$ cat src/rtl/scache_pkg.sv
// Data cache slice shared definitions
// Widths, opcode and AMO encodings, packet and decode structs
package scache_pkg;

  localparam int data_width_lp = 64;
  localparam int addr_width_lp = 11;
  localparam int mask_width_lp = data_width_lp / 8;
  localparam int mem_depth_lp = 256;
  localparam int word_idx_width_lp = $clog2(mem_depth_lp);
  localparam int byte_off_width_lp = $clog2(mask_width_lp);

  typedef logic [data_width_lp-1:0] data_t;
  typedef logic [addr_width_lp-1:0] addr_t;
  typedef logic [mask_width_lp-1:0] mask_t;
  typedef logic [word_idx_width_lp-1:0] word_idx_t;
  typedef logic [byte_off_width_lp-1:0] byte_off_t;

  typedef enum logic [1:0] {
    e_size_byte   = 2'b00,
    e_size_half   = 2'b01,
    e_size_word   = 2'b10,
    e_size_double = 2'b11
  } size_e;

  // Low 4 bits of the AMO opcodes match the sub-op
  typedef enum logic [5:0] {
    LB        = 6'b000000,
    LH        = 6'b000001,
    LW        = 6'b000010,
    LD        = 6'b000011,
    LBU       = 6'b000100,
    LHU       = 6'b000101,
    LWU       = 6'b000110,
    LDU       = 6'b000111,
    SB        = 6'b001000,
    SH        = 6'b001001,
    SW        = 6'b001010,
    SD        = 6'b001011,
    LM        = 6'b001100,
    SM        = 6'b001101,
    AMOSWAP_W = 6'b100000,
    AMOADD_W  = 6'b100001,
    AMOXOR_W  = 6'b100010,
    AMOAND_W  = 6'b100011,
    AMOOR_W   = 6'b100100,
    AMOMIN_W  = 6'b100101,
    AMOMAX_W  = 6'b100110,
    AMOMINU_W = 6'b100111,
    AMOMAXU_W = 6'b101000,
    AMOSWAP_D = 6'b110000,
    AMOADD_D  = 6'b110001,
    AMOXOR_D  = 6'b110010,
    AMOAND_D  = 6'b110011,
    AMOOR_D   = 6'b110100,
    AMOMIN_D  = 6'b110101,
    AMOMAX_D  = 6'b110110,
    AMOMINU_D = 6'b110111,
    AMOMAXU_D = 6'b111000
  } opcode_e;

  typedef enum logic [3:0] {
    e_amo_swap = 4'b0000,
    e_amo_add  = 4'b0001,
    e_amo_xor  = 4'b0010,
    e_amo_and  = 4'b0011,
    e_amo_or   = 4'b0100,
    e_amo_min  = 4'b0101,
    e_amo_max  = 4'b0110,
    e_amo_minu = 4'b0111,
    e_amo_maxu = 4'b1000
  } amo_subop_e;

  typedef struct packed {
    opcode_e opcode;
    addr_t addr;
    data_t data;
    mask_t mask;
  } cache_pkt_s;

  typedef struct packed {
    size_e data_size_op;
    logic sigext_op;
    logic ld_op;
    logic st_op;
    logic mask_op;
    logic atomic_op;
    amo_subop_e amo_subop;
  } decode_s;

  // Byte offset of the lane, truncated to size alignment
  function automatic byte_off_t lane_offset(input size_e size, input addr_t addr);
    byte_off_t off;
    off = addr[byte_off_width_lp-1:0];
    case (size)
      e_size_half: off[0] = 1'b0;
      e_size_word: off[1:0] = 2'b00;
      e_size_double: off = '0;
      default: off = addr[byte_off_width_lp-1:0];
    endcase
    return off;
  endfunction

endpackage

$ cat src/rtl/scache_decode.sv
// Cache opcode decoder
// Maps an opcode to size, sign, load, store, mask and atomic flags
module scache_decode (
  input  scache_pkg::opcode_e opcode_i,
  output scache_pkg::decode_s decode_o
);

  logic signed_ld;

  assign signed_ld = (opcode_i == scache_pkg::LB)
    || (opcode_i == scache_pkg::LH)
    || (opcode_i == scache_pkg::LW)
    || (opcode_i == scache_pkg::LD);

  always_comb begin
    case (opcode_i)
      scache_pkg::AMOSWAP_D, scache_pkg::AMOADD_D, scache_pkg::AMOXOR_D,
      scache_pkg::AMOAND_D, scache_pkg::AMOOR_D, scache_pkg::AMOMIN_D,
      scache_pkg::AMOMAX_D, scache_pkg::AMOMINU_D, scache_pkg::AMOMAXU_D,
      scache_pkg::LD, scache_pkg::LDU, scache_pkg::SD:
        decode_o.data_size_op = scache_pkg::e_size_double;
      scache_pkg::AMOSWAP_W, scache_pkg::AMOADD_W, scache_pkg::AMOXOR_W,
      scache_pkg::AMOAND_W, scache_pkg::AMOOR_W, scache_pkg::AMOMIN_W,
      scache_pkg::AMOMAX_W, scache_pkg::AMOMINU_W, scache_pkg::AMOMAXU_W,
      scache_pkg::LW, scache_pkg::LWU, scache_pkg::SW:
        decode_o.data_size_op = scache_pkg::e_size_word;
      scache_pkg::LH, scache_pkg::LHU, scache_pkg::SH:
        decode_o.data_size_op = scache_pkg::e_size_half;
      default:
        decode_o.data_size_op = scache_pkg::e_size_byte;
    endcase

    decode_o.ld_op = signed_ld
      || (opcode_i == scache_pkg::LBU)
      || (opcode_i == scache_pkg::LHU)
      || (opcode_i == scache_pkg::LWU)
      || (opcode_i == scache_pkg::LDU)
      || (opcode_i == scache_pkg::LM);

    decode_o.st_op = (opcode_i == scache_pkg::SB)
      || (opcode_i == scache_pkg::SH)
      || (opcode_i == scache_pkg::SW)
      || (opcode_i == scache_pkg::SD)
      || (opcode_i == scache_pkg::SM);

    decode_o.mask_op = (opcode_i == scache_pkg::LM) || (opcode_i == scache_pkg::SM);

    // Atomics
    decode_o.atomic_op = 1'b1;
    case (opcode_i)
      scache_pkg::AMOSWAP_W, scache_pkg::AMOSWAP_D: decode_o.amo_subop = scache_pkg::e_amo_swap;
      scache_pkg::AMOADD_W, scache_pkg::AMOADD_D: decode_o.amo_subop = scache_pkg::e_amo_add;
      scache_pkg::AMOXOR_W, scache_pkg::AMOXOR_D: decode_o.amo_subop = scache_pkg::e_amo_xor;
      scache_pkg::AMOAND_W, scache_pkg::AMOAND_D: decode_o.amo_subop = scache_pkg::e_amo_and;
      scache_pkg::AMOOR_W, scache_pkg::AMOOR_D: decode_o.amo_subop = scache_pkg::e_amo_or;
      scache_pkg::AMOMIN_W, scache_pkg::AMOMIN_D: decode_o.amo_subop = scache_pkg::e_amo_min;
      scache_pkg::AMOMAX_W, scache_pkg::AMOMAX_D: decode_o.amo_subop = scache_pkg::e_amo_max;
      scache_pkg::AMOMINU_W, scache_pkg::AMOMINU_D: decode_o.amo_subop = scache_pkg::e_amo_minu;
      scache_pkg::AMOMAXU_W, scache_pkg::AMOMAXU_D: decode_o.amo_subop = scache_pkg::e_amo_maxu;
      default: begin
        decode_o.atomic_op = 1'b0;
        decode_o.amo_subop = scache_pkg::e_amo_swap;
      end
    endcase

    // Atomics return the old lane sign-extended
    decode_o.sigext_op = signed_ld || decode_o.atomic_op;
  end

endmodule

$ cat src/rtl/scache_amo_alu.sv
// Atomic operation ALU
// New memory value from the old lane and the operand
module scache_amo_alu (
  input  scache_pkg::amo_subop_e subop_i,
  input  scache_pkg::size_e      size_i,
  input  scache_pkg::data_t      mem_i,
  input  scache_pkg::data_t      operand_i,
  output scache_pkg::data_t      result_o
);

  logic is_double;
  logic lt_signed;
  logic lt_unsigned;

  assign is_double = (size_i == scache_pkg::e_size_double);

  // Word ops compare the low half only
  assign lt_signed = is_double
    ? ($signed(mem_i) < $signed(operand_i))
    : ($signed(mem_i[31:0]) < $signed(operand_i[31:0]));

  assign lt_unsigned = is_double
    ? (mem_i < operand_i)
    : (mem_i[31:0] < operand_i[31:0]);

  // Upper half of a word result is dropped by the store merge
  always_comb begin
    case (subop_i)
      scache_pkg::e_amo_swap: result_o = operand_i;
      scache_pkg::e_amo_add: result_o = mem_i + operand_i;
      scache_pkg::e_amo_xor: result_o = mem_i ^ operand_i;
      scache_pkg::e_amo_and: result_o = mem_i & operand_i;
      scache_pkg::e_amo_or: result_o = mem_i | operand_i;
      scache_pkg::e_amo_min: result_o = lt_signed ? mem_i : operand_i;
      scache_pkg::e_amo_max: result_o = lt_signed ? operand_i : mem_i;
      scache_pkg::e_amo_minu: result_o = lt_unsigned ? mem_i : operand_i;
      scache_pkg::e_amo_maxu: result_o = lt_unsigned ? operand_i : mem_i;
      default: result_o = operand_i;
    endcase
  end

endmodule

$ cat src/rtl/scache_ld_align.sv
// Load alignment
// Picks the addressed lane and extends it, or masks the word for LM
module scache_ld_align (
  input  scache_pkg::data_t   word_i,
  input  scache_pkg::addr_t   addr_i,
  input  scache_pkg::decode_s decode_i,
  input  scache_pkg::mask_t   mask_i,
  output scache_pkg::data_t   data_o
);

  scache_pkg::byte_off_t off;
  scache_pkg::data_t lane;
  scache_pkg::data_t bit_mask;
  logic sx;

  assign off = scache_pkg::lane_offset(decode_i.data_size_op, addr_i);
  assign lane = word_i >> {off, 3'b000};
  assign sx = decode_i.sigext_op;

  always_comb begin
    for (int i = 0; i < scache_pkg::mask_width_lp; i++) begin
      bit_mask[8*i +: 8] = {8{mask_i[i]}};
    end
  end

  always_comb begin
    if (decode_i.mask_op) begin
      data_o = word_i & bit_mask;
    end else begin
      case (decode_i.data_size_op)
        scache_pkg::e_size_byte: data_o = {{56{sx & lane[7]}}, lane[7:0]};
        scache_pkg::e_size_half: data_o = {{48{sx & lane[15]}}, lane[15:0]};
        scache_pkg::e_size_word: data_o = {{32{sx & lane[31]}}, lane[31:0]};
        default: data_o = lane;
      endcase
    end
  end

endmodule

$ cat src/rtl/scache_st_merge.sv
// Store merge
// Byte enables and lane-replicated write data for stores and atomics
module scache_st_merge (
  input  scache_pkg::data_t   data_i,
  input  scache_pkg::addr_t   addr_i,
  input  scache_pkg::decode_s decode_i,
  input  scache_pkg::mask_t   mask_i,
  output scache_pkg::mask_t   be_o,
  output scache_pkg::data_t   wdata_o
);

  scache_pkg::byte_off_t off;
  scache_pkg::mask_t be_base;
  scache_pkg::data_t lane_data;

  assign off = scache_pkg::lane_offset(decode_i.data_size_op, addr_i);

  // Lane copied into every slot, enables pick the right one
  always_comb begin
    case (decode_i.data_size_op)
      scache_pkg::e_size_byte: begin
        lane_data = {8{data_i[7:0]}};
        be_base = 8'b0000_0001;
      end
      scache_pkg::e_size_half: begin
        lane_data = {4{data_i[15:0]}};
        be_base = 8'b0000_0011;
      end
      scache_pkg::e_size_word: begin
        lane_data = {2{data_i[31:0]}};
        be_base = 8'b0000_1111;
      end
      default: begin
        lane_data = data_i;
        be_base = 8'b1111_1111;
      end
    endcase
  end

  assign be_o = decode_i.mask_op ? mask_i : scache_pkg::mask_t'(be_base << off);
  assign wdata_o = decode_i.mask_op ? data_i : lane_data;

endmodule

$ cat src/rtl/scache_core.sv
// Cache execute pipeline
// Packet register, decode and data path, then result register
module scache_core (
  input  logic                   clk_i,
  input  logic                   rst_n_i,
  input  logic                   v_i,
  input  scache_pkg::cache_pkt_s pkt_i,
  output scache_pkg::word_idx_t  rd_idx_o,
  input  scache_pkg::data_t      rd_data_i,
  output scache_pkg::mask_t      we_o,
  output scache_pkg::word_idx_t  wr_idx_o,
  output scache_pkg::data_t      wr_data_o,
  output logic                   v_o,
  output scache_pkg::data_t      data_o
);

  scache_pkg::cache_pkt_s s1_pkt_r;
  logic s1_v_r;
  scache_pkg::decode_s s1_dec;
  scache_pkg::data_t ld_data;
  scache_pkg::data_t amo_result;
  scache_pkg::data_t st_data;
  scache_pkg::mask_t be;
  scache_pkg::data_t result;
  logic write_op;

  always_ff @(posedge clk_i) begin
    if (!rst_n_i) begin
      s1_v_r <= 1'b0;
    end else begin
      s1_v_r <= v_i;
    end
  end

  always_ff @(posedge clk_i) begin
    if (v_i) begin
      s1_pkt_r <= pkt_i;
    end
  end

  scache_decode decode_i (
    .opcode_i(s1_pkt_r.opcode),
    .decode_o(s1_dec)
  );

  assign rd_idx_o = s1_pkt_r.addr[scache_pkg::addr_width_lp-1:scache_pkg::byte_off_width_lp];

  // Old lane also feeds the ALU for atomics
  scache_ld_align ld_align_i (
    .word_i  (rd_data_i),
    .addr_i  (s1_pkt_r.addr),
    .decode_i(s1_dec),
    .mask_i  (s1_pkt_r.mask),
    .data_o  (ld_data)
  );

  scache_amo_alu amo_alu_i (
    .subop_i  (s1_dec.amo_subop),
    .size_i   (s1_dec.data_size_op),
    .mem_i    (ld_data),
    .operand_i(s1_pkt_r.data),
    .result_o (amo_result)
  );

  assign st_data = s1_dec.atomic_op ? amo_result : s1_pkt_r.data;

  scache_st_merge st_merge_i (
    .data_i  (st_data),
    .addr_i  (s1_pkt_r.addr),
    .decode_i(s1_dec),
    .mask_i  (s1_pkt_r.mask),
    .be_o    (be),
    .wdata_o (wr_data_o)
  );

  assign write_op = s1_v_r && (s1_dec.st_op || s1_dec.atomic_op);
  assign we_o = write_op ? be : '0;
  assign wr_idx_o = rd_idx_o;

  // Stores return zero
  assign result = (s1_dec.ld_op || s1_dec.atomic_op) ? ld_data : '0;

  always_ff @(posedge clk_i) begin
    if (!rst_n_i) begin
      v_o <= 1'b0;
    end else begin
      v_o <= s1_v_r;
    end
  end

  always_ff @(posedge clk_i) begin
    if (s1_v_r) begin
      data_o <= result;
    end
  end

endmodule

$ cat config.mk
export PLATFORM = sky130hd
export DESIGN_NAME = scache_core
export DESIGN_NICKNAME = d
export VERILOG_FILES = /design/src/rtl/scache_pkg.sv /design/src/rtl/scache_decode.sv /design/src/rtl/scache_amo_alu.sv /design/src/rtl/scache_ld_align.sv /design/src/rtl/scache_st_merge.sv /design/src/rtl/scache_core.sv
export SDC_FILE = /design/constraint.sdc
export NUM_CORES = 1
export LEC_CHECK = 0
export BUFFER_PORTS_ARGS = -buffer_cell sky130_fd_sc_hd__buf_4
export CELL_PAD_IN_SITES_DETAIL_PLACEMENT = 0
export CELL_PAD_IN_SITES_GLOBAL_PLACEMENT = 1
export CORE_MARGIN = 2
export CORE_UTILIZATION = 39
export CTS_CLUSTER_DIAMETER = 40
export DETAILED_ROUTE_END_ITERATION = 10
export PLACE_DENSITY = 0.89
export SETUP_SLACK_MARGIN = 0.5
export SLEW_MARGIN = 20
export SYNTH_ARGS = -nofsm -noshare
export SYNTH_HDL_FRONTEND = slang
export SYNTH_SLANG_ARGS = --single-unit
$ cat constraint.sdc
create_clock -name clk_i -period 7.02 [get_ports clk_i]
set_clock_uncertainty 0.1 [all_clocks]
set_input_delay 1.053 -clock clk_i [delete_from_list [all_inputs] [get_ports clk_i]]
set_output_delay 1.053 -clock clk_i [all_outputs]
set_load 0.03 [all_outputs]
==> metrics.md, run 1 <==
| Metric | Value |
|---|---|
| Final hold violation count | `0` |
| Placed inst area | `25600 µm²` |
| Vias in the first global route | `between 20000 and 25000` |
| Rel. slew slack | `27.1%` |
| Root buffer cell | `clkbuf_16` |
| Area Overhead vs Synth | `66.4%` |
| Synth top area share | `about a quarter` |
| DR vias/cell | `between 6 and 7` |
| Leak | `about 13 nW` |
| Final instance area | `about 29000 µm²` |
| Critical setup path kind | `reg -> out` |
| Clock-pin slew on the worst setup and hold paths | `0.08 ns` |
| Syn Area/Cell | `7.95 µm²` |
| Worst setup path endpoint | `wr_data_o[47]` |
| Die Area | `between 40000 and 50000 µm²` |
| Fillers | `between 3000 and 4000` |
| Power per Cell Area | `around 260 nW/µm²` |
| Inserted Clock Buffers | `17` |
| Multi-input logic area | `around 14000 µm²` |
| EDFF count, synth | `roughly 150` |
| Worst R2R End | `data_o[32]` |
| CP Max Fanout | `6` |
| Post-Syn Nets | `between 2000 and 3000` |
| First-pass GRT wire length | `~140000 µm` |
| PortBufs | `308` |
| Total routed wirelength | `between 90000 and 100000 µm` |
| Final setup viols | `64` |
| Residual DRC | `0` |
| Die Y | `216 µm` |
| Synth Flop Type | `edfxtp_1` |
| Hold Path Class | `in -> reg` |
| Sequential area share after synthesis | `between 20% and 30%` |
| Req. time, crit path | `between 5 and 6 ns` |
| Max-slew violations | `0` |
| Yosys reg bits | `157` |
| Status | `finished, violations left` |
| Max Cap Viol | `0` |
| Max incr delay on CP | `0.51 ns` |
| WL per Instance | `approximately 27 µm` |
| Clock sinks | `157` |
| Fin crit period | `between 8 and 9 ns` |
| Post-Syn Instances | `2204` |
| Starting density of the core | `between 30% and 40%` |
| Largest net degree at the start of global routing | `67` |
| Area of the mapped netlist | `between 15000 and 20000 µm²` |
| DP HPWL | `~70000 µm` |
| Clock latency on the worst-skew pair | `between 0.5 and 0.6 ns` |
| Synth async-reset ratio | `0%` |
| Reg2reg start | `s1_pkt_r[72]` |
| Synth top area cells | `edfxtp_1 26%, ha_1 14%, a21oi_1 7.0%, nor2_1 6.1%, inv_1 3.8%` |
| DRT iter0 DRCs | `3577` |
| Core Region | `approximately 44000 µm²` |
| RSZ-0062 raised after global routing | `yes` |
| Worst path arrival time | `7.15 ns` |
| Least-Margin Pin Slew | `around 1.1 ns` |
| Max Freq | `approximately 120 MHz` |
| All-Layer GR Usage | `around 40%` |
| R2R setup slack | `3.64 ns` |
| CP Capture Type | `primary output` |
| Count leader, synth | `nor2_1` |
| Synth cell types | `100` |
| Failing checks | `setup timing` |
| Post-synth top cells | `283 x nor2_1, 246 x a21oi_1, 192 x ha_1` |
| Launch point of the critical path | `s1_pkt_r[72]` |
| Grt ovf | `0` |
| Crit path top cell by count | `buf_6` |
| Initial antenna violation count | `0` |
| H-tree Lvls | `4` |
| WHS | `around 0.62 ns` |
| Via Count | `approximately 23000` |
| Final worst slack | `-1.28 ns` |
| Die X | `around 220 µm` |
| Synth area leader | `edfxtp_1` |
| CP Launch Type | `flip-flop` |
| CTS max path bufs | `2` |
| ANT cells | `0` |
| R2R depth | `11` |
| Storage cell area | `4680 µm²` |
| Final period util | `118%` |
| DRT Pass-1 Iters | `11` |
| CTS tree | `done` |
| Antenna violation net count after detailed routing | `0` |
| Number of I/O pins | `between 300 and 400` |
| Fraction of layout cells with a size suffix above 1 | `between 40% and 50%` |
| Synthesis Warnings | `0` |
| Routability congestion estimate | `1.14` |
| Rows | `between 70 and 80` |
| Layout Nets | `~3400` |
| Peak VDD IR | `approximately 220 µV` |
| Slowest CP cell | `mux4_2` |
-- area by class of cell --
type,count,share of cell area [%]
Timing Repair Buffer,1000,28.8
Tap cell,592,2.54
Inverter,181,2.36
Multi-Input combinational cell,1706,48.2
Clock inverter,15,0.562
Clock buffer,17,1.46
Sequential cell,157,16.1
-- per-stage QoR --
step	TNS, ns	setup slack, ns	total power, mW	utilization (%)	cells
6_report	-65.46	-1.28	7.55	65.8	3668
5_1_grt	-75.30	-1.38	7.77	65.8	3668
4_1_cts	-38.50	-0.786	7.07	64.0	3643
3_5_place_dp	-55.81	-1.22	5.55	57.7	3562
3_3_place_gp	-52.85	-1.27	5.48	57.7	3562
2_1_floorplan	-0.926	-0.137	3.44	-	2204
-- logic make-up after synthesis --
family / synth area share (%)
AO/OA/AOI/OAI: 28.4
XOR/XNOR: 1.50
adder cells (fa/ha/maj): 13.8
buffers and inverters: 8.04
flip-flops: 26.7
multiplexers: 3.56
AND/OR/NAND/NOR: 18.0
-- sequential cells by signal, summed over array words and instances (netlist names) --
signal and count:
rd_idx_o 8, s1_v_r 1, s1_pkt_r 81, decode_i.decode_o 2, v_o 1, data_o 64
-- where the power goes --
group / internal [mW] / switching (mW) / total, mW
clock network: 0.527 / 0.439 / 0.966
registers: 1.12 / 0.0767 / 1.20
logic: 2.37 / 3.02 / 5.38
total: 4.02 / 3.53 / 7.55
-- critical path, delay by kind of cell, from the launching register on --
kind            cells  cell delay [ns]
compound gates     10             2.48
fa+ha+maj           1             0.33
buf+inv            11             1.70
flops               1             0.37
mux                 1             0.51
simple gates        6             1.25
-- cell usage in the layout, fill, tap and decap left out, types with 22 or more instances in the layout --
cell,netlist,layout
buf_4,19,850
nor2_1,283,231
a21oi_1,246,187
ha_1,192,162
inv_1,178,160
nand2_1,170,159
edfxtp_1,153,153
buf_6,5,111
o21ai_0,94,80
mux2i_1,47,40
nor2_4,0,38
o221ai_1,54,37
a21oi_2,1,35
ha_4,0,30
nand3_1,33,29
a31oi_1,32,29
o22ai_1,30,28
o211ai_1,27,27
nor2b_1,26,26
xnor2_1,28,26
a21oi_4,0,25
buf_12,0,25
a21o_1,22,22
-- routing by layer --
metal  share of wire (%)  GRT usage (%)  up-vias
met2                  42           60.2     2023
li1                    -              -     9797
met5                   0              0        -
met3                  13           13.8      714
met4                  10           30.4        0
met1                  34           46.1    10800
-- what timing repair did --
action,in CTS,in global routing
pin swaps,94,65
setup endpoints to repair,64,64
hold endpoints to repair,0,0
gates resized for setup,346,112
buffers inserted,45,24
cloned,4,1
hold buffers,0,0
-- worst min path at each step --
stage / startpoint / to / slack [ns] / cells after the start
3_3_place_gp: s1_pkt_r[87] / decode_i.decode_o[9] / 0.62 / 3
3_5_place_dp: s1_pkt_r[87] / decode_i.decode_o[9] / 0.63 / 3
2_1_floorplan: s1_pkt_r[87] / decode_i.decode_o[9] / 0.48 / 2
5_1_grt: pkt_i[78] / rd_idx_o[3] / 0.59 / 1
6_report: pkt_i[72] / s1_pkt_r[72] / 0.62 / 1
4_1_cts: pkt_i[32] / s1_pkt_r[32] / 0.58 / 1
Power figures use the tool's default switching activity.
==> inputs of run 2 (changes only) <==
- CTS_BUF_LIST: unset -> sky130_fd_sc_hd__clkbuf_8
==> run 2 against run 1 <==
Wire length rose by 3.1%. Combinational power rose by 3%. Die area did not move. Worst setup slack got worse by 0.28 ns. The run ends with DRC, setup timing left. Core utilization rose by 0.67 points. Hold slack got worse by 0.088 ns.
==> metrics.md, run 2 (synthesis results as in run 1) <==
| Metric | Value |
|---|---|
| Rows | `between 70 and 80` |
| Number of I/O pins | `slightly above 300` |
| Core Region | `approximately 44000 µm²` |
| GR Util met2 | `slightly below 60%` |
| WHS | `between 0.5 and 0.6 ns` |
| Max Cap Viol | `0` |
| Power per Cell Area | `about 250 nW/µm²` |
| Antenna violation net count after detailed routing | `0` |
| Sequential share of power | `between 10% and 20%` |
| First-pass GRT wire length | `between 100000 and 150000 µm` |
| Launch point of the critical path | `s1_pkt_r[72]` |
| Fraction of layout cells with a size suffix above 1 | `47.1%` |
| DR vias/cell | `6.43` |
| Inserted Clock Buffers | `17` |
| Biggest register | `s1_pkt_r` |
| All-Layer GR Usage | `just over 40%` |
| Status | `finished, violations left` |
| Leak | `13.0 nW` |
| Global-route track usage on met3 | `between 15 and 20%` |
| R2R setup slack | `~3.5 ns` |
| Hold Path Class | `in -> reg` |
| Least-Margin Pin Slew | `about 1.1 ns` |
| Clock-pin slew on the worst setup and hold paths | `0.11 ns` |
| Clock latency on the worst-skew pair | `approximately 0.6 ns` |
| H-tree Lvls | `4` |
| Final period util | `122%` |
| Fillers | `3303` |
| Vias in the first global route | `23200` |
| DP HPWL | `69900 µm` |
| CTS tree | `done` |
| RSZ-0062 raised after global routing | `yes` |
| Largest net degree at the start of global routing | `67` |
| Clock share of power | `under 10%` |
| Routability congestion estimate | `1.14` |
| # hold bufs at CTS | `0` |
| Via Count | `23800` |
| Grt ovf | `0` |
| DRT Pass-1 Iters | `11` |
| CP Max Fanout | `6` |
| Area Overhead vs Synth | `68.1%` |
| Residual DRC | `2` |
| Layout Nets | `~3400` |
| Clock sinks | `157` |
| Fin crit period | `roughly 8.6 ns` |
| CP Capture Type | `primary output` |
| PortBufs | `approximately 300` |
| Worst setup path endpoint | `wr_data_o[44]` |
| Final hold violation count | `0` |
| Most frequent cells in the layout | `870 x buf_4, 234 x nor2_1, 183 x a21oi_1` |
| Slowest CP cell | `mux4_2` |
| Sw Share | `slightly below 50%` |
| Met1 usage | `between 40% and 50%` |
| CTS max path bufs | `2` |
| Post-layout util | `approximately two thirds` |
| Largest register FFs | `about 80` |
| DRT iter0 DRCs | `about 3800` |
| Total routed wirelength | `102000 µm` |
| Die Y | `216 µm` |
| Rel. slew slack | `roughly a quarter` |
| Worst R2R End | `data_o[38]` |
| Comb power frac | `roughly three quarters` |
| Root buffer cell | `clkbuf_8` |
| Most common cell after layout, fill and taps aside | `buf_4` |
| Initial antenna violation count | `2` |
| Die Area | `around 47000 µm²` |
| Gr busiest metal | `met2` |
| Max incr delay on CP | `0.51 ns` |
| Final worst slack | `-1.56 ns` |
| Crit path top cell by count | `buf_6` |
| WL per Instance | `between 20 and 30 µm` |
| CP Launch Type | `flip-flop` |
| Req. time, crit path | `a little under 6 ns` |
| Peak VDD IR | `approximately 170 µV` |
| Die X | `216 µm` |
| Failing checks | `DRC, setup timing` |
| Worst path arrival time | `between 7 and 8 ns` |
| R2R depth | `13` |
| Reg2reg start | `s1_pkt_r[72]` |
| Max Freq | `about 120 MHz` |
| Critical setup path kind | `reg -> out` |
| Starting density of the core | `around two fifths` |
| P_sw | `around 3.6 mW` |
| Final setup viols | `64` |
| Max-slew violations | `0` |
| Pint | `~3.9 mW` |
[run 2: cell types whose count changed in the layout (fill, tap and decap cells not counted), sizes merged]
cell | previous run | this run
buf | 999 | 1033
diode | 0 | 2
[run 2: worst min-delay path by stage]
stage | startpoint | end | slack [ns] | cells past startpoint
after floorplan | s1_pkt_r[87] | decode_i.decode_o[9] | 0.48 | 2
after global placement | s1_pkt_r[87] | decode_i.decode_o[9] | 0.62 | 3
after detailed placement | s1_pkt_r[87] | decode_i.decode_o[9] | 0.63 | 3
after CTS | pkt_i[72] | s1_pkt_r[72] | 0.48 | 1
after global routing | pkt_i[78] | rd_idx_o[3] | 0.50 | 1
final | pkt_i[74] | s1_pkt_r[74] | 0.53 | 1
[run 2: repair_timing]
action / in CTS / in global routing
resized for setup: 391 / 112
buffers inserted: 75 / 29
pin swaps: 108 / 59
gates cloned: 3 / 1
endpoints found under the setup margin: 64 / 64
hold endpoints to repair: 0 / 0
[run 2: worst max-delay path: cells and delay by family, from the launching register on]
family / cells / cell delay, ns
AOI/OAI and AO/OA: 8 / 2.06
adders and majority gates: 1 / 0.34
buffers and inverters: 12 / 1.94
DFF: 1 / 0.38
muxes: 1 / 0.51
and+or+nand+nor: 7 / 1.59
[run 2: routing by layer]
metal	routed length, µm	up-vias
li1	-	9862
met1	33500	11100
met2	42700	2116
met3	15100	778
met4	10200	6
met5	92	-
[run 2: layout make-up]
cell class / count / area (µm²) / area share (%)
diodes: 2 / 5.00 / 0.0170
clock buffers: 17 / 234 / 0.795
repair buffers: 1034 / 8700 / 29.6
inverters: 181 / 687 / 2.33
well taps: 592 / 741 / 2.52
flip-flops and latches: 157 / 4680 / 15.9
multi-input cells: 1706 / 14200 / 48.3
clock inverters: 15 / 164 / 0.557
[run 2: through the flow]
stage	std cells	setup TNS, ns	total power, mW	setup slack [ns]	cell area, µm²
3_5_place_dp	3562	-55.81	5.55	-1.22	25600
5_1_grt	3703	-87.55	7.66	-1.58	29400
6_report	3704	-85.03	7.46	-1.56	29400
3_3_place_gp	3562	-52.85	5.48	-1.27	25600
2_1_floorplan	2204	-0.926	3.44	-0.137	18500
4_1_cts	3672	-45.29	6.92	-0.898	28600
[run 2: power groups by stage]
stage               clock network [mW]  logic, mW  registers [mW]
finish                           0.725       5.54            1.20
global route                     0.773       5.69            1.20
CTS                              0.751       4.98            1.19
detailed placement                   0       4.34            1.21
global placement                     0       4.27            1.21
floorplan                            0       2.20            1.24
